### src/rtl/tim_cfg.svh
/*
  Data TIM window and timing. TIM_BYTES must be a power of two and TIM_BASE
  must be aligned to it, because the word index is taken from the low HADDR bits.
  TIM_WAIT_STATES is 3 bits wide, so 0 to 7 wait states per transfer.
*/
`ifndef TIM_CFG_SVH
`define TIM_CFG_SVH

// First byte address of the memory window
`define TIM_BASE 32'h8000_0000

// Window size in bytes
`define TIM_BYTES 32'd4096

// Number of 32-bit words held in the array
`define TIM_DEPTH (`TIM_BYTES / 4)

// Wait states inserted before the OKAY cycle of every transfer
`define TIM_WAIT_STATES 3'd2

`endif

### src/rtl/tim_pkg.sv
/*
  Enums shared by the data TIM and its decoder. HSIZE above a word is not
  supported and is treated as a word by the array.
*/
package tim_pkg;

  // AHB-Lite HTRANS encodings
  typedef enum logic [1:0] {
    transIdle   = 2'b00,
    transBusy   = 2'b01,
    transNonseq = 2'b10,
    transSeq    = 2'b11
  } hTransT;

  // AHB-Lite HSIZE encodings up to the 32-bit bus width
  typedef enum logic [2:0] {
    sizeByte = 3'b000,
    sizeHalf = 3'b001,
    sizeWord = 3'b010
  } hSizeT;

  // Memory slave control: idle, wait states, final ready cycle
  typedef enum logic [1:0] {ctlIdle, ctlWait, ctlLast} ctlStateT;

  // Default slave: two-cycle ERROR response
  typedef enum logic [1:0] {errIdle, errFirst, errSecond} errStateT;

endpackage

### src/rtl/ahbDecoder.sv
/*
  Address decoder with the default slave. Addresses outside the TIM window get
  the two-cycle ERROR response. Read data from the default slave is zero.
*/
`timescale 1ns/1ps
`include "tim_cfg.svh"

module ahbDecoder (
  input  logic            HCLK,
  input  logic            HRESETn,
  input  logic            HSEL,
  input  logic [31:0]     HADDR,
  input  tim_pkg::hTransT HTRANS,
  input  logic            HREADY,
  output logic            selTim,
  input  logic [31:0]     timRdata,
  input  logic            timReady,
  output logic [31:0]     HRDATA,
  output logic            HREADYOUT,
  output logic            HRESP
);

  import tim_pkg::*;

  errStateT    errState;
  errStateT    errNext;
  logic [31:0] offset;
  logic        inWindow;
  logic        selErr;
  logic        active;
  logic        errAccept;
  logic        ownerTim;
  logic        errReady;
  logic        errResp;

  ////////////////////////////////////////
  // Address decode
  ////////////////////////////////////////

  // Unsigned wrap makes addresses below the base fail the compare too
  assign offset   = HADDR - `TIM_BASE;
  assign inWindow = (offset < `TIM_BYTES);
  assign selTim   = HSEL & inWindow;
  assign selErr   = HSEL & ~inWindow;

  assign active    = (HTRANS == transNonseq) | (HTRANS == transSeq);
  assign errAccept = selErr & HREADY & active;

  // Owner of the next data phase, taken whenever the bus moves on
  always_ff @(posedge HCLK or negedge HRESETn) begin
    if (!HRESETn) begin
      ownerTim <= 1'b1;
    end else if (HREADY) begin
      ownerTim <= ~errAccept;
    end
  end

  ////////////////////////////////////////
  // Default slave
  ////////////////////////////////////////

  always_ff @(posedge HCLK or negedge HRESETn) begin
    if (!HRESETn) begin
      errState <= errIdle;
    end else begin
      errState <= errNext;
    end
  end

  always_comb begin
    errNext = errState;
    case (errState)
      errIdle:   if (errAccept) errNext = errFirst;
      errFirst:  errNext = errSecond;
      // Another bad address in the pipeline restarts the response
      errSecond: errNext = errAccept ? errFirst : errIdle;
      default:   errNext = errIdle;
    endcase
  end

  // ERROR asks for HRESP high on both cycles, ready only on the second
  assign errResp  = (errState == errFirst) | (errState == errSecond);
  assign errReady = (errState != errFirst);

  // Response multiplexer driven by the data-phase owner
  assign HREADYOUT = ownerTim ? timReady : errReady;
  assign HRESP     = ownerTim ? 1'b0 : errResp;
  assign HRDATA    = ownerTim ? timRdata : 32'h0000_0000;

endmodule

### config.mk
export PLATFORM = sky130hd
export DESIGN_NAME = ahbDecoder
export DESIGN_NICKNAME = d
export VERILOG_FILES = /design/src/rtl/tim_pkg.sv /design/src/rtl/ahbDecoder.sv
export VERILOG_INCLUDE_DIRS = /design/src /design/src/rtl
export SDC_FILE = /design/constraint.sdc
export NUM_CORES = 1
export LEC_CHECK = 0
export BUFFER_PORTS_ARGS = -buffer_cell sky130_fd_sc_hd__buf_2
export CAP_MARGIN = 20
export CORE_UTILIZATION = 22
export DETAILED_ROUTE_END_ITERATION = 10
export PLACE_DENSITY = 0.76
export SLEW_MARGIN = 10
export SYNTH_ARGS = -nofsm -noshare
export SYNTH_HDL_FRONTEND = slang
export SYNTH_SLANG_ARGS = --single-unit
### constraint.sdc
create_clock -name HCLK -period 1 [get_ports HCLK]
set_clock_uncertainty 0.05 [all_clocks]
set_input_delay 0.05 -clock HCLK [delete_from_list [all_inputs] [get_ports HCLK]]
set_output_delay 0.05 -clock HCLK [all_outputs]
set_load 0.01 [all_outputs]
==> metrics.txt <==
Critical R2R Launch=errState[0]$_DFFE_PN0P_; Pwr per Cell Area=1130 mW/mm²; # rows=17; DRC viols=0; Sum Neg Setup Slack=-9.78 ns; actual slew at the worst max-slew pin=0.211 ns; CP max stage delay=0.42 ns; Starting DRT DRC Count=8; synth warn=0; Setup crit start=errState[0]$_DFFE_PN0P_; final setup vio count=37; failing checks=setup timing; worst hold margin=0.0911 ns; syn avg cell area=7.53 µm²; Initial Utilization=0.231; CTS buffer count=3; status=finished with violations; worst rel slew slack=0.859; CP max stage cell=dfrtp_1; Final #Nets=249; Top delay family on crit path=flip-flops; via count=850; htree depth=1; crit path time final=1.32 ns; setup ws final=-0.322 ns; Min-Delay Path Class=primary input to asynchronous set/reset pin; period utilization=1.32; sequential share of the synthesized area=0.149; first-pass GRT wire length=2840 µm; first drt pass iteration count=4; initial antenna violation count=0; most common cell after layout, fill and taps aside=buf_2; top-area cell type share of the netlist area=0.391; share of cells above drive strength 1=0.686; Core ar.=0.00221 mm²; most frequent cells in the layout=88 x buf_2, 32 x and2_1, 8 x buf_6; post-synth top area cell=and2_1; Die Ht=50.2 µm; Layout area overhead=142%; peak supply drop=996 µV; Synth area leaders=and2_1 39%, ha_1 12%, dfrtp_1 9.8%; GPL Wtd Cong=0.776; Placement Cell Area=0.00106 mm²; Leakage=0.000677 µW; #FFs+latches synth=3; largest net degree at the start of global routing=23; Critical Path AT=1.22 ns; final slew viol count=0; clk sinks=3; clk_lat worst skew=0.24 ns; DP HPWL=1520 µm; Buffers on Ports=92; Mapped Area=512 µm²; Syn Inst Count=68; die area=0.00252 mm²; clock transition at the registers of the reported paths=0.04 ns; CP endpoint kind=output port; GRT Total Usage=0.151; CP Max Fanout=3; grt ovf=0; Fmax achieved=757 MHz; startpoint class of the critical path=flop; Synth Net Count=144; Vias/cell=4.25; CTS max path bufs=2; Worst Path Class, Setup=flop to output port; I/O Pins=106; CTS tree=yes; cells along the critical path=inv_2 -> ha_4 -> nor2b_4 -> buf_6; RSZ-0062 raised after global routing=yes; Max Cap Violations=0; Die Width=50.2 µm; CP required=0.90 ns; routed len/inst=10.2 µm; final instance area=0.00124 mm²; Ant. Diodes=0; Routed WL=2030 µm; vias in the first global route=728; Post-DRT Antenna Nets=0; Yosys cell types=21; Root Driver=clkbuf_4; Hold Violations, Final=0; WP buf/inv=2
==> where the power goes <==
group	total (µW)	switching [µW]	internal, µW	leakage [µW]
registers	212	49.4	163	0.0000369
clock network	216	66.0	150	0.0000150
logic	970	430	541	0.000625
total	1400	545	853	0.000677
==> stage by stage <==
step | setup slack, ns | instances | util | total power (µW)
6_report | -0.322 | 200 | 0.561 | 1400
5_1_grt | -0.378 | 200 | 0.561 | 1490
4_1_cts | -0.309 | 200 | 0.521 | 1240
3_5_place_dp | -0.185 | 191 | 0.477 | 908
3_3_place_gp | -0.122 | 191 | 0.477 | 896
2_1_floorplan | -0.0471 | 68 | - | 553
==> synth_stat cells <==
cell type / number
o21ai_0: 1
nor4_1: 1
nor3_1: 1
nor2_1: 2
nand2b_1: 1
and3_1: 1
dfrtp_1: 2
nor4b_1: 1
nor2b_1: 1
dfstp_2: 1
inv_1: 3
o21bai_1: 1
nand3_1: 1
ha_1: 5
and2_1: 32
o211ai_1: 2
mux2i_1: 1
clkbuf_1: 3
nand2_1: 4
o21a_2: 1
nor4_2: 3
==> area by class of cell <==
| type | count | area (µm²) |
|---|---|---|
| multi-input combinational | 59 | 490 |
| fill | 219 | 972 |
| timing repair buffer | 103 | 601 |
| clock buffer | 4 | 26.3 |
| inverter | 3 | 11.3 |
| tap | 28 | 35.0 |
| sequential | 3 | 76.3 |
==> worst paths after layout <==
path	to	slack [ns]	depth (start not counted)
setup / recovery	HRESP	-0.32	4
hold / removal	errState[1]$_DFFE_PN0P_	0.09	2
setup reg to reg	errState[1]$_DFFE_PN0P_	-0.24	5
hold reg to reg	errState[1]$_DFFE_PN0P_	0.60	2
max in group asynchronous	ownerTim$_DFFE_PN1P_	0.62	2
min in group HCLK	ownerTim$_DFFE_PN1P_	0.23	4
==> kinds of logic (layout without fill, tap and decap cells) <==
group / after synthesis / count (layout) / share of synthesized area
AOI/OAI and AO/OA: 5 / 5 / 0.0709
adders and majority gates: 5 / 5 / 0.122
and+or+nand+nor: 48 / 48 / 0.594
buffers and inverters: 6 / 110 / 0.0440
DFF: 3 / 3 / 0.149
muxes: 1 / 1 / 0.0196
==> flip-flops by register name (all words and copies together) (netlist names) <==
signal,count
errState,2
ownerTim,1
==> layer usage <==
layer,wire length [µm],share of wire,vias up,GRT usage
met3,244,0.12,6,0.0394
met1,674,0.33,348,0.131
met4,51,0.025,0,0.0714
met2,1060,0.52,66,0.309
li1,-,-,430,-
met5,0,0,-,0
==> repair_timing <==
action | in CTS | in global routing
hold endpoints to repair | 4 | 0
endpoints found under the setup margin | 37 | 38
setup buffers | 3 | 0
hold buffers | 2 | 0
gates resized for setup | 6 | 15
pin swaps | 4 | 9
Note: power is estimated with default switching activity, not from simulation.
